==> src/common/periph_mem_config.svh <==
/*
 * Build-time constants for the peripheral memory subsystem.
 * Include this header wherever a width, base address, line timing value
 * or the flash credit count is needed.
 */
`ifndef PERIPH_MEM_CONFIG_SVH
`define PERIPH_MEM_CONFIG_SVH

`define PM_ADDR_W        14       // 16K words.
`define PM_DATA_W        16
`define PM_FETCH_LEN     8        // Words per fetch burst.
`define PM_LINE_PERIOD   64       // Cycles per display line.
`define PM_LINES         4        // Lines per frame.
`define PM_LINE_W        2        // Width of the line index.
`define PM_SPRITE_BASE   14'h3f00 // Sprite attribute table.
`define PM_BG_BASE       14'h3e00 // Tile map, one run per line.
`define PM_FLASH_CREDITS 4        // Flash FIFO depth and initial credits.

`endif

==> src/common/periph_mem_pkg.sv <==
/*
 * Types shared by the peripheral memory RTL and its testbench:
 * grant codes, RAM request records and the fetched payload records.
 * Import with a wildcard in the module header.
 */
`default_nettype none

`include "periph_mem_config.svh"

package periph_mem_pkg;

	// Encoding is the arbiter state encoding.
	typedef enum logic [1:0] {
		GNT_CPU    = 2'd0,
		GNT_FLASH  = 2'd1,
		GNT_BG0    = 2'd2,
		GNT_SPRITE = 2'd3
	} grant_t;

	// ########################################
	// Requests.
	typedef struct packed {
		logic                  valid;
		logic [`PM_ADDR_W-1:0] addr;
		logic [`PM_DATA_W-1:0] wdata;
		logic                  wr;
		logic [1:0]            wr_mask; // One bit per byte.
	} mem_req_t;

	typedef struct packed {
		logic                  valid;
		logic [`PM_ADDR_W-1:0] addr;
	} rd_req_t;

	typedef struct packed {
		logic                  valid;
		logic [`PM_ADDR_W-1:0] addr;
		logic [`PM_DATA_W-1:0] data;
	} flash_word_t;

	// ########################################
	// Payloads.
	typedef struct packed {
		logic [7:0] y_off;
		logic [6:0] tile;
		logic       flip;
	} sprite_attr_t;

	typedef struct packed {
		logic [3:0]  palette;
		logic [11:0] tile;
	} tile_word_t;

	typedef struct packed {
		logic         valid;
		sprite_attr_t attr;
	} sprite_out_t;

	typedef struct packed {
		logic       valid;
		tile_word_t word;
	} tile_out_t;

endpackage

`default_nettype wire

==> src/rtl/periph_mem_arbiter.sv <==
/*
 * Arbiter for the single RAM port.
 * Priority is sprite, background, flash, then CPU. A grant is held while
 * its requester keeps valid high and falls back to CPU one cycle after it
 * drops. The granted request is steered onto ram_req.
 */
`default_nettype none

module periph_mem_arbiter
	import periph_mem_pkg::*;
(
	input  wire logic     CLK,
	input  wire logic     RSTb,
	input  wire mem_req_t cpu_req,
	input  wire mem_req_t fl_req,
	input  wire rd_req_t  bg_req,
	input  wire rd_req_t  spr_req,
	output grant_t        grant,
	output logic          cpu_ready,
	output mem_req_t      ram_req
);

	grant_t state_r;

	assign grant     = state_r;
	assign cpu_ready = (state_r == GNT_CPU); // CPU only owns the port when idle.

	// ########################################
	// Request steering.
	always_comb begin
		ram_req = '0;
		case (state_r)
			GNT_CPU: begin
				ram_req = cpu_req;
			end
			GNT_FLASH: begin
				ram_req = fl_req; // Loader issues whole-word writes.
			end
			GNT_BG0: begin
				ram_req.valid = bg_req.valid;
				ram_req.addr  = bg_req.addr;
			end
			GNT_SPRITE: begin
				ram_req.valid = spr_req.valid;
				ram_req.addr  = spr_req.addr;
			end
			default: ram_req = '0;
		endcase
	end

	// ########################################
	// Grant state.
	always_ff @(posedge CLK) begin
		if (!RSTb) begin
			state_r <= GNT_CPU;
		end else begin
			case (state_r)
				GNT_CPU: begin
					if (spr_req.valid)
						state_r <= GNT_SPRITE;
					else if (bg_req.valid)
						state_r <= GNT_BG0;
					else if (fl_req.valid)
						state_r <= GNT_FLASH;
				end
				GNT_SPRITE: if (!spr_req.valid) state_r <= GNT_CPU;
				GNT_BG0:    if (!bg_req.valid) state_r <= GNT_CPU;
				GNT_FLASH:  if (!fl_req.valid) state_r <= GNT_CPU;
				default:    state_r <= GNT_CPU;
			endcase
		end
	end

	// A fetcher only holds the port if it was requesting the cycle before.
	a_spr_hold: assert property (@(posedge CLK) disable iff (!RSTb)
		(state_r == GNT_SPRITE) |-> $past(spr_req.valid));

	a_bg_hold: assert property (@(posedge CLK) disable iff (!RSTb)
		(state_r == GNT_BG0) |-> $past(bg_req.valid));

	// Flash writes must cover both bytes.
	a_flash_mask: assert property (@(posedge CLK) disable iff (!RSTb)
		(state_r == GNT_FLASH && ram_req.valid) |-> (ram_req.wr && ram_req.wr_mask == 2'b11));

endmodule

`default_nettype wire

==> config.mk <==
export PLATFORM = sky130hd
export DESIGN_NAME = periph_mem_arbiter
export DESIGN_NICKNAME = d
export VERILOG_FILES = /design/src/common/periph_mem_pkg.sv /design/src/rtl/periph_mem_arbiter.sv
export VERILOG_INCLUDE_DIRS = /design/src /design/src/common
export SDC_FILE = /design/constraint.sdc
export NUM_CORES = 1
export LEC_CHECK = 0
export ABC_AREA = 1
export BUFFER_PORTS_ARGS = -buffer_cell sky130_fd_sc_hd__buf_2
export CAP_MARGIN = 20
export CELL_PAD_IN_SITES_DETAIL_PLACEMENT = 1
export CELL_PAD_IN_SITES_GLOBAL_PLACEMENT = 1
export CORE_MARGIN = 5
export CORE_UTILIZATION = 13
export DETAILED_ROUTE_END_ITERATION = 8
export HOLD_SLACK_MARGIN = 0.1
export MAX_ROUTING_LAYER = met4
export PLACE_DENSITY_LB_ADDON = 0.1
export SETUP_SLACK_MARGIN = 0.2
export SLEW_MARGIN = 20
export SYNTH_ARGS = -nofsm -noshare
export SYNTH_HDL_FRONTEND = slang
export SYNTH_SLANG_ARGS = --single-unit
==> constraint.sdc <==
create_clock -name CLK -period 1.25 [get_ports CLK]
set_clock_uncertainty 0.05 [all_clocks]
set_input_delay 0.1875 -clock CLK [delete_from_list [all_inputs] [get_ports CLK]]
set_output_delay 0.1875 -clock CLK [all_outputs]
set_load 0.1 [all_outputs]
Word-level counts from Yosys, hierarchy flattened
Cells that the tools add are included.

word-level totals
  output and inout bits = 37
  register bits = 2
  word-level logic and storage cells = 19
  input bits = 100

cells by class
  equal/unequal tests = 7
  mux-type cells = 9
  reduce and logical (&&, ||, !) cells = 2

operator list
  kind                  number
  $pmux W15 S4          1
  $pmux W19 S2          1
  $mux W2               6
  $pmux W2 S4           1
  $ne A2 B2 Y1 const B  3
  $eq A2 B2 Y1 const B  2
  $ne A4 B4 Y1 const B  1
  $reduce_and A4 Y1     1
  $eq A2 B1 Y1 const B  1
  $logic_not A2 Y1      1

Depth between registers and ports, before layout
  depth after elaboration = 4
  mapped depth = 8
  mapped depth without buffers = 7

Worst setup path before layout
OpenSTA, ideal clock, no wires.

  kind = register to output
  from = reg state_r[1] (netlist: grant[1])
  to = out ram_req[19] in the netlist's numbering
  required time = 1,013 ps
  cell stages (with the launch flop) = 6
  path buffers = 2
  arrival = 2,487 ps
  path slack = -1,474 ps
  cells stage by stage = dfxtp_1 > buf_6 > nor2_8 > buf_4 > nand2_1 > nand4_1

RTL lines
  item                    RTL line                  source
  from (decl)             periph_mem_arbiter.sv:23  grant_t state_r;
  from (signal assigned)  periph_mem_arbiter.sv:55  state_r <= GNT_CPU;
  from (signal assigned)  periph_mem_arbiter.sv:60  state_r <= GNT_SPRITE;
  from (signal assigned)  periph_mem_arbiter.sv:62  state_r <= GNT_BG0;
  to (decl)               periph_mem_arbiter.sv:20  output mem_req_t ram_req

==> results.py <==
metrics = {
    "status": {
        "status": "complete, but fails checks",
        "violations": "negative setup slack",
    },
    "yosys": {
        "syn_area_um2": 733,
        "ys_types": 17,
        "synth_top_cell_area_share_pct": 31.7,
        "synth_area_leader_cell": "nand2_1",
        "syn-num-nets": 228,
        "ys_seq_area_share_pct": 5.46,
        "yosys_warnings": 0,
        "synth-seq-cells": 2,
        "syn_avg_cell_area_um2": 5.73,
        "syn_inst": 128,
        "synth_area_leaders": "nand2_1 (32%), a22o_1 (23%), nand4_1 (12%)",
    },
    "cells_and_area": {
        "layout_commonest_cell": "buf_2",
        "num_antenna_cells": 0,
        "nets": 385,
        "largest_register_ffs": 2,
        "multi_input_area_um2": 793,
        "design_area_mm2": 0.00256,
        "nFillCells": 680,
        "ff_latch_area_um2": 47.5,
        "mostFrequentLayoutCells": "buf_2 (99), nand2_1 (54), buf_12 (39)",
        "layout-drive-gt1-share_pct": 72.4,
        "areaGrowthSynthToFinish_pct": 249,
        "finalCoreUtilization_pct": 46.5,
        "fin_cells": 355,
    },
    "critical_path": {
        "path_buf_inv": 4,
        "r2r-end": "grant[0]",
        "critPathCapture": "ram_req[8]",
        "critPathArrivalTime_ns": 1.36,
        "start_kind": "flip-flop",
        "required_ns": 1.01,
        "r2r_cells": 10,
        "worst_path_dominant_cell_family": "buffers and inverters",
        "cp_cell_sequence": "inv_4 -> nand2_4 -> inv_8 -> clkbuf_16 -> a22o_4 -> buf_12",
        "r2r-start": "grant[1]",
        "cp-end-kind": "primary output",
        "crit_path_start": "grant[1]",
        "cp_slowest_cell": "dfxtp_4",
        "worst-path-max-fanout": 12,
        "critPathKind": "flip-flop to primary output",
        "rrSetupSlack_ns": -0.22,
        "cp.depth": 6,
        "crit_path_max_incr_delay_ns": 0.41,
    },
    "power_and_ir_drop": {
        "ir_worst_vdd_uv": 1340,
        "power.total_w": 0.00690,
        "leakage_nw": 1.29,
        "pwr_density_cell_mw_per_mm2": 2700,
    },
    "grt": {
        "groute.usage.overall_pct": 14.2,
        "antenna_found_initial": 0,
        "overflow": 0,
        "grt_max_degree": 25,
        "grt_pass1_vias": 1712,
        "grt_first_pass_wirelength_um": 8060,
    },
    "placed_design": {
        "dp.cells": 337,
        "dpl_cell_area_mm2": 0.00225,
        "dpl.hpwl_um": 4280,
        "gp_congestion": 0.759,
        "port_buffers": 136,
    },
    "die": {
        "die_h_um": 85.1,
        "core_area_mm2": 0.00551,
        "start_util_pct": 13.3,
        "dieArea_mm2": 0.00724,
        "ios": 137,
        "die_w_um": 85.1,
        "rows": 27,
    },
    "sta": {
        "finalMaxSlewViolations": 0,
        "max_slew_margin_pct": 88.3,
        "fin_crit_ns": 1.60,
        "rsz0062_at_grt": "yes",
        "finalHoldViolations": 0,
        "setup_viol_count_final": 38,
        "timing.final.crit_share_pct": 128,
        "tns_ns": -11.79,
        "tightest_slew_ns": 0.175,
        "fin_ws_ns": -0.352,
        "fmax_mhz": 624,
    },
    "clock_tree": {
        "clockBufferDepth": 2,
        "cts_buffers": 3,
        "cts_tree": "done",
        "clock_latency_ns": 0.20,
        "cts_num_sinks": 2,
        "cts.hold.buffers_added": 0,
        "htreeDepth": 1,
        "clk_pin_slew_ns": 0.03,
        "clk_root_buffer_cell": "clkbuf_8",
    },
    "routing": {
        "ant_nets": 0,
        "drt-vias-per-instance": 4.29,
        "drtIter0Drc": 20,
        "routedWlPerCell_um": 15.1,
        "num_vias": 1522,
        "wl_um": 5360,
        "remaining_drc_errors": 0,
        "firstDrtPassIters": 4,
    },
    "worst_hold_path": {
        "holdPathStages": 3,
        "hold_class": "input port to flip-flop",
    },
    "job": {
        "drv_cap": 0,
    },
}
## synthesized netlist by cell type (all sizes together)
cell,count
a21oi,1
o21ai,1
nand3,4
o21a,1
nor3,1
a22o,19
buf,10
nand2,63
dfxtp,2
nor2,5
inv,7
nand4,14
## through the flow
step | setup slack, ns | hold WS [ns]
2_1_floorplan | -0.929 | 0.249
3_3_place_gp | -0.142 | 0.367
3_5_place_dp | -0.151 | 0.378
4_1_cts | -0.351 | 0.153
5_1_grt | -0.402 | 0.183
6_report | -0.352 | 0.169
## where the power goes
part,switching [W],internal [W]
Combinational,0.00400,0.00251
Clock,0.0000419,0.000203
Sequential,0.0000555,0.0000894
Total,0.00410,0.00280
## worst reg2reg max path, stage by stage, from the launching register on
cell,delay [ns]
dfxtp_4,0.38
buf_6,0.13
buf_6,0.11
nand3_2,0.05
nand2_2,0.07
nor2_4,0.19
buf_4,0.14
buf_4,0.09
nand3_1,0.06
nand2_1,0.06
nor2_1,0.03
## repair_timing
| item | CTS | global route |
|---|---|---|
| gates resized for setup | 11 | 19 |
| pin swaps | 10 | 7 |
| buffers inserted | 5 | 6 |
| setup endpoints to repair | 39 | 39 |
| gates cloned | 1 | 3 |
## cell type report
| cell class | instances | area share, % |
|---|---|---|
| Clock buffer | 3 | 1.61 |
| Sequential cell | 2 | 1.86 |
| Multi-Input combinational cell | 109 | 31.0 |
| Tap cell | 72 | 3.52 |
| Timing Repair inverter | 1 | 0.244 |
| Inverter | 7 | 1.71 |
| Timing Repair Buffer | 161 | 60.1 |
## worst min-delay path by stage
stage / startpoint / to / slack [ns]
global route: RSTb / grant[1] / 0.18
global placement: RSTb / grant[1] / 0.37
detailed placement: RSTb / grant[0] / 0.38
floorplan: RSTb / grant[0] / 0.25
CTS: RSTb / grant[0] / 0.15
finish: RSTb / grant[0] / 0.17
## layer usage
metal | vias up | track usage (%) | share of wire, %
li1 | 758 | - | -
met1 | 685 | 15.1 | 40
met2 | 77 | 25.7 | 53
met4 | 0 | 4.32 | 0.63
met3 | 2 | 3.59 | 6.9
met5 | - | - | 0
## logic make-up (layout without fill, tap and decap cells)
kind of cell           after synthesis  after routing  share of synthesized area, %
DFF                                  2              2                          5.46
and+or+nand+nor                     87             87                          53.1
AOI/OAI and AO/OA                   22             22                          25.1
buffers and inverters               17            172                          16.4
(Power assumes the default switching activity.)
