## src/common/periph_mem_config.svh

```systemverilog
/*
 * Build-time constants for the peripheral memory subsystem.
 * Include this header wherever a width, base address, line timing value
 * or the flash credit count is needed.
 */
`ifndef PERIPH_MEM_CONFIG_SVH
`define PERIPH_MEM_CONFIG_SVH

`define PM_ADDR_W        14       // 16K words.
`define PM_DATA_W        16
`define PM_FETCH_LEN     8        // Words per fetch burst.
`define PM_LINE_PERIOD   64       // Cycles per display line.
`define PM_LINES         4        // Lines per frame.
`define PM_LINE_W        2        // Width of the line index.
`define PM_SPRITE_BASE   14'h3f00 // Sprite attribute table.
`define PM_BG_BASE       14'h3e00 // Tile map, one run per line.
`define PM_FLASH_CREDITS 4        // Flash FIFO depth and initial credits.

`endif

```

## src/common/periph_mem_pkg.sv

```systemverilog
/*
 * Types shared by the peripheral memory RTL and its testbench:
 * grant codes, RAM request records and the fetched payload records.
 * Import with a wildcard in the module header.
 */
`default_nettype none

`include "periph_mem_config.svh"

package periph_mem_pkg;

	// Encoding is the arbiter state encoding.
	typedef enum logic [1:0] {
		GNT_CPU    = 2'd0,
		GNT_FLASH  = 2'd1,
		GNT_BG0    = 2'd2,
		GNT_SPRITE = 2'd3
	} grant_t;

	// ########################################
	// Requests.
	typedef struct packed {
		logic                  valid;
		logic [`PM_ADDR_W-1:0] addr;
		logic [`PM_DATA_W-1:0] wdata;
		logic                  wr;
		logic [1:0]            wr_mask; // One bit per byte.
	} mem_req_t;

	typedef struct packed {
		logic                  valid;
		logic [`PM_ADDR_W-1:0] addr;
	} rd_req_t;

	typedef struct packed {
		logic                  valid;
		logic [`PM_ADDR_W-1:0] addr;
		logic [`PM_DATA_W-1:0] data;
	} flash_word_t;

	// ########################################
	// Payloads.
	typedef struct packed {
		logic [7:0] y_off;
		logic [6:0] tile;
		logic       flip;
	} sprite_attr_t;

	typedef struct packed {
		logic [3:0]  palette;
		logic [11:0] tile;
	} tile_word_t;

	typedef struct packed {
		logic         valid;
		sprite_attr_t attr;
	} sprite_out_t;

	typedef struct packed {
		logic       valid;
		tile_word_t word;
	} tile_out_t;

endpackage

`default_nettype wire

```

## src/rtl/flash_loader.sv

```systemverilog
/*
 * Flash write loader.
 * Buffers the incoming flash word stream in a small FIFO and presents the
 * head word as a full-word RAM write. Each word written returns one
 * credit to the sender, which starts with PM_FLASH_CREDITS.
 */
`default_nettype none

`include "periph_mem_config.svh"

module flash_loader
	import periph_mem_pkg::*;
(
	input  wire logic        CLK,
	input  wire logic        RSTb,
	input  wire flash_word_t flash_in,
	output mem_req_t         req,
	input  wire grant_t      grant,
	output logic             flash_credit
);

	localparam int DEPTH = `PM_FLASH_CREDITS;
	localparam int PTR_W = (DEPTH > 1) ? $clog2(DEPTH) : 1;
	localparam int CNT_W = $clog2(DEPTH + 1);

	logic [`PM_ADDR_W-1:0] addr_mem [DEPTH];
	logic [`PM_DATA_W-1:0] data_mem [DEPTH];

	logic [PTR_W-1:0] wr_ptr_r;
	logic [PTR_W-1:0] rd_ptr_r;
	logic [CNT_W-1:0] count_r;
	logic             push;
	logic             pop;
	logic             full;

	assign push = flash_in.valid;
	assign full = (count_r == CNT_W'(DEPTH));
	assign pop  = req.valid && (grant == GNT_FLASH); // Word lands in RAM this cycle.

	assign flash_credit = pop;

	// ########################################
	// Head word as a write request.
	assign req.valid   = (count_r != '0);
	assign req.addr    = addr_mem[rd_ptr_r];
	assign req.wdata   = data_mem[rd_ptr_r];
	assign req.wr      = 1'b1;
	assign req.wr_mask = 2'b11;

	// ########################################
	// FIFO storage and pointers.
	always_ff @(posedge CLK) begin
		if (push) begin
			addr_mem[wr_ptr_r] <= flash_in.addr;
			data_mem[wr_ptr_r] <= flash_in.data;
		end
	end

	always_ff @(posedge CLK) begin
		if (!RSTb) begin
			wr_ptr_r <= '0;
			rd_ptr_r <= '0;
			count_r  <= '0;
		end else begin
			if (push)
				wr_ptr_r <= (wr_ptr_r == PTR_W'(DEPTH - 1)) ? '0 : wr_ptr_r + 1'b1;
			if (pop)
				rd_ptr_r <= (rd_ptr_r == PTR_W'(DEPTH - 1)) ? '0 : rd_ptr_r + 1'b1;
			case ({push, pop})
				2'b10:   count_r <= count_r + 1'b1;
				2'b01:   count_r <= count_r - 1'b1;
				default: count_r <= count_r;
			endcase
		end
	end

	// The sender's credits should never let it overrun the FIFO.
	a_no_overflow: assert property (@(posedge CLK) disable iff (!RSTb)
		push |-> !full);

endmodule

`default_nettype wire

```

## config.mk

```make
export PLATFORM = sky130hd
export DESIGN_NAME = flash_loader
export DESIGN_NICKNAME = d
export VERILOG_FILES = /design/src/common/periph_mem_pkg.sv /design/src/rtl/flash_loader.sv
export VERILOG_INCLUDE_DIRS = /design/src /design/src/common
export SDC_FILE = /design/constraint.sdc
export NUM_CORES = 1
export LEC_CHECK = 0
export ABC_AREA = 1
export ABC_CLOCK_PERIOD_IN_PS = 3800
export BUFFER_PORTS_ARGS = -buffer_cell sky130_fd_sc_hd__buf_2
export CAP_MARGIN = 20
export CORE_MARGIN = 1
export CORE_UTILIZATION = 45
export DETAILED_ROUTE_END_ITERATION = 10
export PLACE_DENSITY = 0.65
export SLEW_MARGIN = 20
export SYNTH_ARGS = -nofsm -noshare
export SYNTH_HDL_FRONTEND = slang
export SYNTH_SLANG_ARGS = --single-unit
```

## constraint.sdc

```tcl
create_clock -name CLK -period 3.8 [get_ports CLK]
set_clock_uncertainty 0.1 [all_clocks]
set_input_delay 0.57 -clock CLK [delete_from_list [all_inputs] [get_ports CLK]]
set_output_delay 0.57 -clock CLK [all_outputs]
set_load 0.05 [all_outputs]
```

Word-level counts from Yosys, hierarchy flattened
Memory sizes are Yosys's and may differ from the RTL's. A register that Yosys moved wholly into a read port is not among the register bits.
Cells that the tools add are included.
Storage, ports and cells
  input bits: 35
  memories: 2
  bits in registers: 7
  output and inout bits: 35
  bits in writable memories: 120
Memory list
  data_mem: depth 4, bits a word 16, read ports 1, clocked after Yosys merged registers in 1, write ports 1, line flash_loader.sv:27  | logic [`PM_DATA_W-1:0] data_mem [DEPTH];
  addr_mem: depth 4, bits a word 14, read ports 1, clocked after Yosys merged registers in 1, write ports 1, line flash_loader.sv:26  | logic [`PM_ADDR_W-1:0] addr_mem [DEPTH];
Operators by class
  reduce and logical (&&, ||, !) cells: 3
  add/sub/neg operators: 4
  eq/ne operators: 5
  multiplexer cells: 9
Operators with widths (count)
  2-bit two-way mux: 6
  2-bit == test (second input constant): 3
  3-bit one-hot mux with 2 select lines: 1
  2-bit by 1-bit adder with 2-bit output (second input constant): 2
  2-bit by 1-bit == test with 1-bit output (second input constant): 2
  3-bit by 1-bit adder with 3-bit output (second input constant): 1
  3-bit nonzero test: 1
  3-bit by 1-bit subtractor with 3-bit output (second input constant): 1
  1-bit two-way mux: 2
  2-bit nonzero test: 1
  1-bit logical AND: 1

Logic depth before layout (Yosys ltp)
  word-level depth: 4
  gate-level depth with buffers: 10
  gate-level depth less buffers: 10

Worst setup path before layout
No wires, ideal clock.
  path type: register to register
  start: register count_r[0]
  end: register count_r[1]
  data required time: 3.584 ns
  setup slack: 1.315 ns
  arrival time: 2.269 ns
  cell stages (with the launch flop): 8
  library setup time: 0.116 ns
  cell sequence: dfxtp_1 > inv_1 > nand2_1 > and2_1 > ha_1 > fa_1 > o21ai_0 > nor2_1
RTL lines
  from (decl): line flash_loader.sv:31  | logic [CNT_W-1:0] count_r;
  from (signal assigned): line flash_loader.sv:70  | 2'b10: count_r <= count_r + 1'b1;
  from (signal assigned): line flash_loader.sv:71  | 2'b01: count_r <= count_r - 1'b1;
  from (signal assigned): line flash_loader.sv:72  | default: count_r <= count_r;

==> summary.md <==
| Metric | Value |
|---|---|
| Power share of the sequential group | 42.3% |
| Final setup fails | 0 |
| Die Area | 0.0116 mm² |
| First-pass iteration count of the detailed router | 4 |
| Antenna violations before repair | 0 |
| Max Clock Freq | 0.344 GHz |
| Top cell type by total area after synthesis | edfxtp_1 |
| Critical path endpoint category | primary output |
| CTS Buf Count | 17 |
| Post-synthesis sequential area ratio | 75.5% |
| Core ar. | 0.0108 mm² |
| Num rows | 38 |
| First-pass GRT wire length | 15800 µm |
| Final WL | 9930 µm |
| Tightest Hold Check Type | input port to flip-flop |
| Main area contributors after synthesis | edfxtp_1 72%, nor2_1 5.5%, o22ai_1 3.7%, dfxtp_1 3.6%, o21ai_0 3.4% |
| Nets | 477 |
| R2r setup slk | 1.74 ns |
| Data required time of the worst path | 3.13 ns |
| Vias in the first global route | 3121 |
| Buffer count from post-CTS setup fixing | 0 |
| Reg clk slew, reported paths | 0.06 ns |
| Worst Max-Slew Pin Slew | 0.974 ns |
| Input/output buffers | 66 |
| Pre-CTS WS | 1.38 ns |
| Vias | 3076 |
| Fin. Hold Viols | 0 |
| Hold-fix buffers at CTS | 0 |
| Fillers | 882 |
| Post-Synthesis Cells | 363 |
| Pins Over Slew Limit | 0 |
| RSZ-0062 raised after global routing | false |
| Sw Share | 27.3% |
| Startpoint Class | flip-flop |
| Root buffer cell | clkbuf_8 |
| Post-synth ARST share | 0% |
| Initial DRC count | 168 |
| YS warnings | 0 |
| Via density | 5.23 |
| I/O pin count | 70 |
| Multi-input gate area | 976 µm² |
| Antenna Nets Post-Route | 0 |
| Fin Hold WS | 0.173 ns |
| Setup CP Type | flip-flop to primary output |
| Switching power | 1.06 mW |
| Synth Cell Area | 0.00501 mm² |
| Overall power | 3.88 mW |
| Number of synthesized flops with an enable pin | 120 |
| TNS Setup | 0 ns |
| Antenna diodes | 0 |
| Status | complete, no violations |
| Clk pwr share | 43.4% |
| Leading register cell type out of synthesis | edfxtp_1 |
| Clock Latency Late Sink | 0.51 ns |
| Register Area | 0.00378 mm² |
| Logic pwr share | 14.3% |
| H-tree levels | 4 |
| Ratio of cells with drive above 1 in the final layout | 23.9% |
| CP max FO | 30 |
| Synthesis-stage register bit count | 129 |
| Post-synth cell types | 19 |
| Slew HR | 35.0% |
| Post-DP HPWL | 5820 µm |
| Post-cts gate resize count | 0 |
| Chip height | 108 µm |
| Maximum VDD drop | 0.401 mV |
| Wirelength per Cell | 16.9 µm |
| Starting Density | 46.2% |
| Area Growth Syn to Fin | 19.9% |
| Clock Sinks | 129 |
| Die X | 108 µm |
| Largest net degree at the start of global routing | 61 |
| PD cells | 646 mW/mm² |
| Final period demand of the worst path | 2.91 ns |
| Global route total overflow | 0 |
| Int Pwr | 2.82 mW |
| Lkg Pwr | 2.24 nW |
| TritonCTS clock tree | built |
| Clk buf depth | 2 |
| Post-synth top cells | 120 x edfxtp_1, 73 x nor2_1, 34 x o21ai_0 |
| Tcrit/Tclk final | 76.5% |
| Area share of the largest cell type after synthesis | 71.9% |
| Tot GR Track Use | 18.7% |
| Most common cell in the synthesized netlist | edfxtp_1 |
| Critical path arrival | 2.24 ns |
| Avg Cell Area, Syn | 13.8 µm² |
| Max Cap Violations | 0 |
| Worst setup margin | 0.892 ns |
| RD Place Congestion | 0.681 |
| Residual DRC | 0 |
==> worst max-delay path: stages (launching register included) <==
cell	delay [ns]
dfxtp_1	0.31
inv_1	0.70
o21ai_1	0.16
o22ai_1	0.25
buf_2	0.32
==> cell type report <==
cell class	count	share of cell area, %
Timing Repair Buffer	73	6.37
Inverter	17	1.19
Clock inverter	15	3.43
Sequential cell	129	63.0
Tap cell	140	2.91
Multi-Input combinational cell	197	16.2
Clock buffer	17	6.89
==> power groups by stage <==
stage	Combinational, mW	Clock [mW]	Sequential (mW)
after floorplan	0.430	0	1.67
after global placement	0.548	0	1.67
after detailed placement	0.559	0	1.67
after CTS	0.560	1.70	1.64
after global routing	0.597	1.77	1.65
final	0.555	1.68	1.64
==> cells by family after synthesis <==
kind of cell / count (synthesis) / synth area share, %
AOI/OAI and AO/OA: 98 / 10.5
adders and majority gates: 7 / 1.90
buffers and inverters: 39 / 5.17
DFF: 129 / 75.5
other: 1 / 0.0748
and+or+nand+nor: 89 / 6.82
==> sequential cells by signal, summed over array words and instances (netlist names), named ones only <==
name,flops
count_r,3
data_mem,64
rd_ptr_r,2
wr_ptr_r,2
addr_mem,56
==> cell usage in the layout, fill, tap and decap left out <==
cell type   count
buf_2          66
dfxtp_1         8
a21oi_1         4
o21ai_0        34
inv_8           1
clkbuf_16      16
fa_1            1
clkinv_4        3
clkbuf_8        1
bufinv_16       4
nand3_1         2
nand2_1        12
inv_1          16
nor2_1         73
clkinv_2        2
clkinvlp_4      2
inv_6           4
ha_1            6
o21ai_1        30
o22ai_1        30
nand4_1         1
and2_1          1
buf_4           7
edfxtp_1      120
dfxtp_2         1
conb_1          3
==> metal layers <==
layer  vias up  global-route usage (%)  routed length, µm
met2        76                    32.4               5050
met1      1516                    22.6               4300
li1       1474                       -                  -
met4         0                    6.46                 82
met5         -                       0                  0
met3        10                    4.78                498
==> worst paths after layout <==
check | start | to | cells past startpoint
setup / recovery | flip-flop | req[13] | 4
hold / removal | flash_in[0] | data_mem[0][0] | 1
setup reg to reg | wr_ptr_r[0] | addr_mem[2][0] | 5
hold reg to reg | count_r[2] | count_r[2] | 2
==> through the flow <==
stage | utilization, % | std cells | area [µm²]
after floorplan | - | 365 | 5020
after global placement | 49.7 | 556 | 5390
after detailed placement | 49.7 | 556 | 5390
after CTS | 55.4 | 588 | 6010
after global routing | 55.4 | 588 | 6010
final | 55.4 | 588 | 6010
Note: power is estimated with default switching activity, not from simulation.
