$ cat src/common/periph_mem_config.svh
/*
 * Build-time constants for the peripheral memory subsystem.
 * Include this header wherever a width, base address, line timing value
 * or the flash credit count is needed.
 */
`ifndef PERIPH_MEM_CONFIG_SVH
`define PERIPH_MEM_CONFIG_SVH

`define PM_ADDR_W        14       // 16K words.
`define PM_DATA_W        16
`define PM_FETCH_LEN     8        // Words per fetch burst.
`define PM_LINE_PERIOD   64       // Cycles per display line.
`define PM_LINES         4        // Lines per frame.
`define PM_LINE_W        2        // Width of the line index.
`define PM_SPRITE_BASE   14'h3f00 // Sprite attribute table.
`define PM_BG_BASE       14'h3e00 // Tile map, one run per line.
`define PM_FLASH_CREDITS 4        // Flash FIFO depth and initial credits.

`endif

$ cat src/rtl/fetch/fetch_timer.sv
/*
 * Display line timer.
 * Counts columns up to the line period, pulses line_start at the wrap
 * and keeps the index of the line the fetchers should read for.
 */
`default_nettype none

`include "periph_mem_config.svh"

module fetch_timer (
	input  wire logic                   CLK,
	input  wire logic                   RSTb,
	output logic                        line_start,
	output logic [`PM_LINE_W-1:0]       line_idx
);

	localparam int COL_W = $clog2(`PM_LINE_PERIOD);

	logic [COL_W-1:0]      col_r;
	logic [`PM_LINE_W-1:0] line_r;

	assign line_start = (col_r == COL_W'(`PM_LINE_PERIOD - 1)); // Last column of the line.
	assign line_idx   = line_r;

	always_ff @(posedge CLK) begin
		if (!RSTb) begin
			col_r  <= '0;
			line_r <= '0;
		end else begin
			if (line_start) begin
				col_r <= '0;
				if (line_r == `PM_LINE_W'(`PM_LINES - 1))
					line_r <= '0; // Wrap at end of frame.
				else
					line_r <= line_r + 1'b1;
			end else begin
				col_r <= col_r + 1'b1;
			end
		end
	end

endmodule

`default_nettype wire

$ cat config.mk
export PLATFORM = sky130hd
export DESIGN_NAME = fetch_timer
export DESIGN_NICKNAME = d
export VERILOG_FILES = /design/src/rtl/fetch/fetch_timer.sv
export VERILOG_INCLUDE_DIRS = /design/src /design/src/common
export SDC_FILE = /design/constraint.sdc
export NUM_CORES = 1
export LEC_CHECK = 0
export ABC_AREA = 1
export BUFFER_PORTS_ARGS = -buffer_cell sky130_fd_sc_hd__buf_2
export CAP_MARGIN = 25
export CORE_AREA = 2 2 39 41
export CTS_BUF_LIST = sky130_fd_sc_hd__clkbuf_4 sky130_fd_sc_hd__clkbuf_8
export DETAILED_ROUTE_END_ITERATION = 8
export DIE_AREA = 0 0 41 43
export GPL_ROUTABILITY_DRIVEN = 0
export RECOVER_POWER = 100
export SYNTH_ARGS = -nofsm -noshare
export SYNTH_HDL_FRONTEND = slang
export SYNTH_SLANG_ARGS = --single-unit
$ cat constraint.sdc
create_clock -name CLK -period 2.6 [get_ports CLK]
set_input_delay 0.65 -clock CLK [delete_from_list [all_inputs] [get_ports CLK]]
set_output_delay 0.65 -clock CLK [all_outputs]
set_load 0.005 [all_outputs]
* Word-level counts from Yosys, hierarchy flattened
Cells that the tools add are included.
** Operators by class
- Add/subtract/negate cells :: 2
- Equal/unequal tests :: 2
- Muxes and demuxes :: 1
- Bitwise gates (word level) :: 1
- Reductions and logical operators :: 1
** Operators by type and width (number)
- 6-bit by 1-bit adder with 6-bit output, second input constant :: 1
- 6-bit equality test, second input constant :: 1
- 2-bit by 1-bit adder with 2-bit output, second input constant :: 1
- 2-bit equality test, second input constant :: 1
- 2-bit two-way mux :: 1
- 2-bit OR reduction :: 1
- 1-bit inverter :: 1
** Word-level totals
- Register bits after elaboration :: 8
- Output and inout bits :: 3

* Depth between registers and ports, before layout
Gate-level depths: netlist of run 1.
- Depth after elaboration :: 2
- Gate-level depth with buffers :: 6

* Worst setup path before layout of run 1
No wires, ideal clock.
- Path kind :: reg2out
- Start :: reg col_r[0]
- End :: out line_start
- Arrival time :: 0.819 ns
- Data required time :: 1.950 ns
- Setup slack :: 1.131 ns
- Cell stages (with the launch flop) :: 4
- Buffers on the path :: 0
- Cells stage by stage :: dfxtp_1 > ha_1 > nand3_4 > nor2_8
** On the way
- Word-level cells in the longest chain between the ends :: 1
** Ends and longest elaborated chain
- start, declared :: line fetch_timer.sv:19 : logic [COL_W-1:0] col_r;
- start signal, assigned :: line fetch_timer.sv:37 : col_r <= col_r + 1'b1;
- 6-bit equality test :: line fetch_timer.sv:22 : assign line_start = (col_r == COL_W'(`PM_LINE_PERIOD - 1));
- end, declared :: line fetch_timer.sv:13 : output logic line_start,
Every way passes these cells.

* Worst setup path after layout of run 1
Same ends and word-level chain as after synthesis.

==> metrics.md, run 1 <==
| Metric | Value |
|---|---|
| Average wire per cell in the routed design | 8.12 um |
| Area of all placed cells without fillers | 398 sq um |
| Number of distinct library cells after synthesis | 15 |
| Largest driver fanout on the critical path | 5 |
| Share of final-layout standard cells stronger than drive strength 1 | 12.0% |
| Highest metal layer with signal wires | met4 |
| Critical Path, Cell by Cell | ha_1 -> nand3_1 -> nor2_1 -> clkbuf_1 |
| End point of the worst hold path | col_r[0] |
| I/O pin total | 5 |
| Area used by multi-input combinational logic | 160 sq um |
| Number of global-route vias before repair | 255 |
| Die Y-Extent | 43 um |
| Seq/Total Area, Yosys | 42.2% |
| CTS root buf | clkbuf_4 |
| Worst path required time | 1.95 ns |
| Clock Sink Count | 8 |
| Met3 wire length | 46 um |
| Most frequent standard cell in the layout excluding fill and tap cells | nor2_1 |
| Instance area after placement | 419 sq um |
| Worst-case register-to-register setup slack | 1.10 ns |
| Count of unresolved DRC violations after routing | 0 |
| Post-CTS clock slew at the launch and capture registers of the worst setup and hold paths | 0.05 ns |
| Post-CTS Resized | 0 |
| Worst setup margin | 0.581 ns |
| Leakage power summed over all cells | 0.170 nW |
| Instance count of the mapped netlist | 43 |
| Worst voltage drop across the vdd grid | 0.214 mV |
| Cell with the largest stage delay on the worst path | dfxtp_1 |
| Critical Path AT | 1.37 ns |
| Number of cell rows | 14 |
| Initial DRT Pass Iterations | 1 |
| Setup violators final | 0 |
| Length of routed met2 wiring | 251 um |
| Worst hold path class | flip-flop to flip-flop |
| Largest stage delay on the critical path | 0.36 ns |
| Post-Syn Nets | 47 |
| Mean cell area of the mapped netlist | 8.82 sq um |
| Sum of negative setup slack | 0 ns |
| Number of buffers inserted to repair setup after CTS | 0 |
| CTS Hold Buffers Added | 0 |
| DPL Wire Length | 401 um |
| Final Cycle Share | 77.7% |
| Final clock skew | 0.00790 ns |
| Total via count after detailed routing | 279 |
| Unrepaired setup endpoints after global routing | false |
| Final worst path period need | 2.02 ns |
| Congestion Overflow GR | 0 |
| Worst-margin pin slew | 0.671 ns |
| Worst slack, placed | 0.960 ns |
| Most frequent cells in the layout | 11 x nor2_1, 8 x dfxtp_1, 6 x nand2_1, 5 x inv_1 |
| Combined global-route utilization of all metal layers | 9.05% |
| Detailed-route wire length on metal 1 | 225 um |
| CTS H-tree lvls | 1 |
| Worst hold-check slack | 0.451 ns |
| Count of nets left with antenna violations after detail routing | 0 |
| Die X-Extent | 41 um |
| Startpoint type of the worst setup path | flip-flop |
| Capturing point of the worst reg2reg path | col_r[4] |
| Rel. slew slack | 54.8% |
| Power density cells | 592 mW/mm^2 |
| FMAX | 0.495 GHz |
| Core Footprint | 0.00138 sq mm |
| Number of buffers inserted by port buffering | 4 |
| Post-synthesis to final-layout area growth | 4.95% |
| Starting Density | 27.4% |
| TritonCTS clock tree | done |
| Number of max-cap violations | 0 |
| Total CTS buffers | 3 |
| # nets final | 56 |
| Cells on worst reg2reg path | 4 |
| Antenna diode count | 0 |
| Synth Register Bits | 8 |
| Violation count after the first detailed-route iteration | 0 |
| Filler cell count in the final layout | 152 |
| Register Area | 160 sq um |
| Total Wirelength | 536 um |
| Clock latency at the later pin of the worst-skew pair | 0.26 ns |
| Number of buffers and inverters on the critical path | 1 |
| Number of antenna violations at the first check in global routing | 0 |
| Warnings from Yosys | 0 |
| Avg Vias per Cell | 4.23 |
| Final Hold Fails | 0 |
| Clock buffer depth | 2 |
| Wire length of the first global-routing pass | 945 um |
| Worst hold path cell count | 1 |
| Setup CP Type | flip-flop to output pin |
| Total count of max-transition violations in the final report | 0 |
| Outcome | finished, final reports clean |
| Endpoint type of the worst setup path | output pin |
| Die area | 0.00176 sq mm |
| Final core utilization | 28.8% |
| Critical path's top delay family | simple AND/OR/NAND/NOR gates |
| Cell area after synthesis | 379 sq um |
| Hold_sp | col_r[0] |
| Pin count of the biggest net entering global routing | 7 |
| Launch point of the worst reg-to-reg path | col_r[0] |
-- worst reg2reg max path, stage by stage (launching register included) --
cell and delay [ns]:
dfxtp_1 0.36, ha_1 0.20, nand3_1 0.13, o21ai_0 0.57
nor2_1 0.11
-- worst max path at each step --
stage	start	end	slack (ns)	cells past startpoint
after global placement	col_r[0]	line_start	0.98	4
final	col_r[0]	line_start	0.58	4
after floorplan	col_r[0]	line_start	1.13	3
after detailed placement	col_r[0]	line_start	0.96	4
after global routing	col_r[0]	line_start	0.46	4
after CTS	col_r[0]	line_start	0.68	4
-- registers in the layout, indices dropped and copies added (netlist names) --
name,flops
col_r,6
line_idx,2
-- layer usage --
| layer | vias to the layer above | track usage (%) |
|---|---|---|
| met1 | 122 | 8.06 |
| met4 | 0 | 8.00 |
| met2 | 8 | 11.9 |
| met5 | - | 0 |
| li1 | 147 | - |
| met3 | 2 | 7.85 |
-- through the flow --
step	total power [mW]	std cells
after floorplan	0.142	43
after global placement	0.145	63
after detailed placement	0.146	63
after CTS	0.246	66
after global routing	0.249	66
final	0.236	66
-- logic make-up after synthesis --
| logic type | count (synthesis) | synth area share [%] |
|---|---|---|
| compound gates | 3 | 7.59 |
| simple gates | 22 | 31.7 |
| fa+ha+maj | 2 | 6.60 |
| flops | 8 | 42.2 |
| buf+inv | 5 | 4.95 |
| xor+xnor | 3 | 6.93 |
-- power breakdown --
| group | internal (mW) | switching, mW |
|---|---|---|
| clock | 0.0528 | 0.0422 |
| combinational | 0.00482 | 0.00557 |
| sequential | 0.127 | 0.00338 |
| total | 0.184 | 0.0512 |
-- final cells by class --
| class | count | area share (%) |
|---|---|---|
| Clock buffer | 3 | 5.66 |
| Tap cell | 16 | 5.03 |
| Sequential cell | 8 | 40.3 |
| Multi-Input combinational cell | 30 | 40.3 |
| Timing Repair Buffer | 4 | 4.09 |
| Inverter | 5 | 4.72 |
-- synth_stat cells --
| library cell | number | area [sq um] |
|---|---|---|
| nor2_1 | 10 | 37.5 |
| dfxtp_1 | 8 | 160 |
| nand2_1 | 6 | 22.5 |
| inv_1 | 5 | 18.8 |
| ha_1 | 2 | 25.0 |
| nand3_1 | 2 | 10.0 |
| xor2_1 | 2 | 17.5 |
| a21oi_1 | 1 | 5.00 |
| nand2_2 | 1 | 6.26 |
| nand3_4 | 1 | 17.5 |
| nor2_8 | 1 | 20.0 |
| o21ai_4 | 1 | 16.3 |
| o21bai_1 | 1 | 7.51 |
| or2_2 | 1 | 6.26 |
| xnor2_1 | 1 | 8.76 |
Power figures use the tool's default switching activity.
==> run 2, diff against run 1 <==
==> constraint.sdc (replaced) <==
create_clock -name CLK -period 1.95 [get_ports CLK]
set_input_delay 0.4875 -clock CLK [delete_from_list [all_inputs] [get_ports CLK]]
set_output_delay 0.4875 -clock CLK [all_outputs]
set_load 0.005 [all_outputs]
==> run 2 against run 1 <==
Net effect:
- critical path depth stayed put
- register-to-register slack worse by 0.67 ns
- total power is 34% higher
- global-route usage stayed put
- via count is 0.72% higher
- critical path type unchanged
==> metrics.md, run 2 (synthesis results as in run 1) <==
| Metric | Value |
|---|---|
| Outcome | finished, final reports clean |
| Violation count after the first detailed-route iteration | 0 |
| I/O pin total | 5 |
| Die area | 0.00176 sq mm |
| Startpoint type of the worst setup path | flip-flop |
| Pin count of the biggest net entering global routing | 7 |
| Final clock skew | 0.00793 ns |
| Number of cell rows | 14 |
| Number of global-route vias before repair | 255 |
| Avg Vias per Cell | 4.26 |
| Largest driver fanout on the critical path | 5 |
| Post-CTS clock slew at the launch and capture registers of the worst setup and hold paths | 0.05 ns |
| Count of unresolved DRC violations after routing | 0 |
| Starting Density | 27.4% |
| Clock Sink Count | 8 |
| Die Y-Extent | 43 um |
| Leakage power summed over all cells | 0.204 nW |
| Worst voltage drop across the vdd grid | 0.284 mV |
| Critical Path, Cell by Cell | ha_1 -> nand3_4 -> nor2_8 -> buf_2 |
| Most frequent standard cell in the layout excluding fill and tap cells | nor2_1 |
| CTS H-tree lvls | 1 |
| Final core utilization | 30.9% |
| Total count of max-transition violations in the final report | 0 |
| Share of final-layout standard cells stronger than drive strength 1 | 18.0% |
| Die X-Extent | 41 um |
| Total Wirelength | 524 um |
| Clock buffer depth | 2 |
| Core Footprint | 0.00138 sq mm |
| Endpoint type of the worst setup path | output pin |
| Final Cycle Share | 87.2% |
| Average wire per cell in the routed design | 7.94 um |
| Number of flip-flops in the largest register | 6 |
| Setup CP Type | flip-flop to output pin |
| End point of the worst hold path | col_r[0] |
| CTS Hold Buffers Added | 0 |
| Capturing point of the worst reg2reg path | col_r[4] |
| Overall power consumption | 0.315 mW |
| Number of antenna violations at the first check in global routing | 0 |
| Launch point of the worst reg-to-reg path | col_r[0] |
| Critical path's top delay family | flip-flops |
| Antenna diode count | 0 |
| Most frequent cells in the layout | 10 x nor2_1, 8 x dfxtp_1, 6 x nand2_1, 5 x inv_1, 3 x clkbuf_4 |
| Hold_sp | col_r[0] |
| Clock latency at the later pin of the worst-skew pair | 0.25 ns |
| Setup violators final | 0 |
| Critical Path AT | 1.21 ns |
| Total via count after detailed routing | 281 |
| Number of buffers inserted to repair setup after CTS | 0 |
| Worst-case register-to-register setup slack | 0.43 ns |
| Cells on worst reg2reg path | 4 |
| # nets final | 56 |
| Rel. slew slack | 55.4% |
| Number of buffers and inverters on the critical path | 1 |
| Cell with the largest stage delay on the worst path | dfxtp_1 |
| DPL Wire Length | 401 um |
| Largest stage delay on the critical path | 0.36 ns |
| FMAX | 0.588 GHz |
| Initial DRT Pass Iterations | 1 |
| Final worst path period need | 1.70 ns |
| Post-CTS Resized | 0 |
| Worst hold path class | flip-flop to flip-flop |
| Final Hold Fails | 0 |
| Wire length of the first global-routing pass | 945 um |
| Unrepaired setup endpoints after global routing | false |
| Number of max-cap violations | 0 |
| Post-synthesis to final-layout area growth | 12.9% |
| Total CTS buffers | 3 |
| Worst path required time | 1.46 ns |
| TritonCTS clock tree | done |
| Worst hold path cell count | 1 |
| Count of nets left with antenna violations after detail routing | 0 |
| Power density cells | 735 mW/mm^2 |
| Congestion Overflow GR | 0 |
| CTS root buf | clkbuf_4 |
| Sum of negative setup slack | 0 ns |
| Number of buffers inserted by port buffering | 4 |
| Combined global-route utilization of all metal layers | 9.05% |
| Register bank with the most flops | col_r |
| Worst-margin pin slew | 0.662 ns |
## run 2: worst register-to-register path, delay by kind of cell, from the launching register on
family / cells / cell delay (ns)
adder cells (fa/ha/maj): 1 / 0.24
AND/OR/NAND/NOR: 2 / 0.24
flip-flops: 1 / 0.36
AO/OA/AOI/OAI: 1 / 0.56
## run 2: layout make-up
class | instances | area, sq um
clock buffers | 3 | 22.5
fillers | 147 | 956
inverters | 5 | 18.8
multi-input cells | 30 | 189
flip-flops and latches | 8 | 160
well taps | 16 | 20.0
repair buffers | 4 | 17.5
## run 2: worst max path at each step
| stage | start | to | slack (ns) | depth (start not counted) |
|---|---|---|---|---|
| after floorplan | col_r[0] | line_start | 0.64 | 3 |
| after global placement | col_r[0] | line_start | 0.49 | 4 |
| after detailed placement | col_r[0] | line_start | 0.47 | 4 |
| after CTS | col_r[0] | line_start | 0.19 | 4 |
| after global routing | col_r[0] | line_start | 0.14 | 4 |
| final | col_r[0] | line_start | 0.25 | 4 |
## run 2: report_power, final
| group | internal (mW) | switching, mW | total (mW) |
|---|---|---|---|
| logic | 0.00667 | 0.00795 | 0.0146 |
| registers | 0.169 | 0.00521 | 0.174 |
| clock network | 0.0704 | 0.0553 | 0.126 |
## run 2: stage by stage
step | worst slack [ns] | hold slack [ns] | cell area [sq um] | instances
2_1_floorplan | 0.644 | 0.430 | 379 | 43
5_1_grt | 0.141 | 0.479 | 428 | 66
3_5_place_dp | 0.472 | 0.450 | 419 | 63
4_1_cts | 0.189 | 0.463 | 442 | 66
6_report | 0.250 | 0.451 | 428 | 66
3_3_place_gp | 0.488 | 0.441 | 419 | 63
## run 2: metal layers
layer	wire length (um)	global-route usage (%)	share of wire [%]
met1	215	8.06	41
met2	254	11.9	48
met3	40	7.85	7.6
met4	13	8.00	2.5
met5	0	0	0
==> run 3, diff against run 2 <==
--- a/config.mk
+++ b/config.mk
@@ -15,6 +15,7 @@
 export DIE_AREA = 0 0 41 43
 export GPL_ROUTABILITY_DRIVEN = 0
 export RECOVER_POWER = 100
+export REMOVE_ABC_BUFFERS = 1
 export SYNTH_ARGS = -nofsm -noshare
 export SYNTH_HDL_FRONTEND = slang
 export SYNTH_SLANG_ARGS = --single-unit
==> constraint.sdc (replaced) <==
create_clock -name CLK -period 1.95 [get_ports CLK]
set_input_delay 0.4875 -clock CLK [delete_from_list [all_inputs] [get_ports CLK]]
set_output_delay 0.4875 -clock CLK [all_outputs]
set_load 0.01 [all_outputs]
==> run 3 against run 2 <==
Net effect:
- clock skew unchanged
- highest routed layer unchanged
- largest power group unchanged
- critical endpoint unchanged
- critical path type unchanged
- die area stayed put
- flip-flop and latch count stayed put
==> metrics.md, run 3 (synthesis results as in run 1) <==
| Metric | Value |
|---|---|
| Number of max-cap violations | 0 |
| Worst slack, placed | 0.455 ns |
| Wire length of the first global-routing pass | 945 um |
| Final Hold Fails | 0 |
| Critical Path, Cell by Cell | ha_1 -> nand3_4 -> nor2_8 -> clkbuf_1 |
| Avg Vias per Cell | 4.26 |
| Sum of negative setup slack | 0 ns |
| Final Cycle Share | 89.2% |
| Number of buffers inserted to repair setup after CTS | 0 |
| Worst-margin pin slew | 0.662 ns |
| Most frequent cells in the layout | 10 x nor2_1, 8 x dfxtp_1, 6 x nand2_1, 5 x inv_1 |
| Outcome | finished, final reports clean |
| Most frequent standard cell in the layout excluding fill and tap cells | nor2_1 |
| Initial DRT Pass Iterations | 1 |
| Cell with the largest stage delay on the worst path | dfxtp_1 |
| Worst path required time | 1.46 ns |
| Worst hold path class | flip-flop to flip-flop |
| Power density cells | 737 mW/mm^2 |
| Register bank with the most flops | col_r |
| Violation count after the first detailed-route iteration | 0 |
| Number of antenna violations at the first check in global routing | 0 |
| DPL Wire Length | 401 um |
| Final clock skew | 0.00793 ns |
| CTS Hold Buffers Added | 0 |
| Count of unresolved DRC violations after routing | 0 |
| Most used routing layer in global routing | met2 |
| Largest driver fanout on the critical path | 5 |
| Pin count of the biggest net entering global routing | 7 |
| Post-synthesis to final-layout area growth | 12.5% |
| Final worst path period need | 1.74 ns |
| Global-route track usage on met2 | 11.9% |
| Clock latency at the later pin of the worst-skew pair | 0.25 ns |
| Setup violators final | 0 |
| Rel. slew slack | 55.4% |
| Met1 routing resource usage after global routing | 8.06% |
| Largest stage delay on the critical path | 0.36 ns |
| Post-CTS clock slew at the launch and capture registers of the worst setup and hold paths | 0.05 ns |
| Starting Density | 27.4% |
| Total via count after detailed routing | 281 |
| Total count of max-transition violations in the final report | 0 |
| Combined global-route utilization of all metal layers | 9.05% |
| Unrepaired setup endpoints after global routing | false |
| Setup CP Type | flip-flop to output pin |
| Worst-case register-to-register setup slack | 0.43 ns |
| TritonCTS clock tree | done |
| Number of buffers inserted by port buffering | 4 |
| Clock buffer depth | 2 |
| Leakage power summed over all cells | 0.200 nW |
| Number of buffers and inverters on the critical path | 1 |
| CTS root buf | clkbuf_4 |
| Endpoint type of the worst setup path | output pin |
| Die Y-Extent | 43 um |
| Clock Sink Count | 8 |
| Worst hold-check slack | 0.451 ns |
| Startpoint type of the worst setup path | flip-flop |
| FMAX | 0.575 GHz |
| Antenna diode count | 0 |
| Total Wirelength | 525 um |
| Average wire per cell in the routed design | 7.95 um |
| CTS H-tree lvls | 1 |
| Critical path's top delay family | flip-flops |
| Worst voltage drop across the vdd grid | 0.284 mV |
| Share of final-layout standard cells stronger than drive strength 1 | 16.0% |
| Number of global-route vias before repair | 255 |
| Count of nets left with antenna violations after detail routing | 0 |
| Die X-Extent | 41 um |
| Die area | 0.00176 sq mm |
| Met3 track utilization from global routing | 7.85% |
| Number of cell rows | 14 |
| Total CTS buffers | 3 |
| Critical Path AT | 1.25 ns |
| Worst setup margin | 0.210 ns |
| Post-CTS Resized | 0 |
| Number of flip-flops in the largest register | 6 |
| Instance area after placement | 419 sq um |
| # nets final | 56 |
| Area of all placed cells without fillers | 427 sq um |
| Congestion Overflow GR | 0 |
| Core Footprint | 0.00138 sq mm |
| I/O pin total | 5 |
## run 3: cell count changes in the layout (fill, tap and decap cells not counted), sizes merged
| cell | delta |
|---|---|
| clkbuf | +1 |
| buf | -1 |
## run 3: metrics by stage
step	power, mW	util [%]	std cells
2_1_floorplan	0.189	-	43
3_3_place_gp	0.194	30.3	63
3_5_place_dp	0.194	30.3	63
4_1_cts	0.328	31.9	66
5_1_grt	0.333	30.8	66
6_report	0.315	30.8	66
## run 3: worst paths after layout
path              depth (start not counted)         end      from
hold / removal                            1    col_r[0]  col_r[0]
hold reg to reg                           1    col_r[0]  col_r[0]
setup / recovery                          4  line_start  col_r[0]
setup reg to reg                          4    col_r[4]  col_r[0]
## run 3: worst register-to-register path, cell delays in order, from the launching register on
cell,delay [ns]
dfxtp_1,0.36
ha_1,0.24
nand3_4,0.13
o21ai_0,0.56
nor2_1,0.11
## run 3: final cells by class
| class | count | area, sq um |
|---|---|---|
| multi-input cells | 30 | 189 |
| well taps | 16 | 20.0 |
| fillers | 148 | 957 |
| repair buffers | 4 | 16.3 |
| flip-flops and latches | 8 | 160 |
| clock buffers | 3 | 22.5 |
| inverters | 5 | 18.8 |
## run 3: metal layers
layer	wire [um]	up-vias
li1	-	147
met1	216	124
met2	254	8
met3	41	2
met4	13	0
met5	0	-
## run 3: power breakdown
part | switching (mW) | internal [mW] | total, mW
combinational | 0.00795 | 0.00667 | 0.0146
sequential | 0.00521 | 0.169 | 0.174
clock | 0.0553 | 0.0704 | 0.126
total | 0.0685 | 0.246 | 0.315
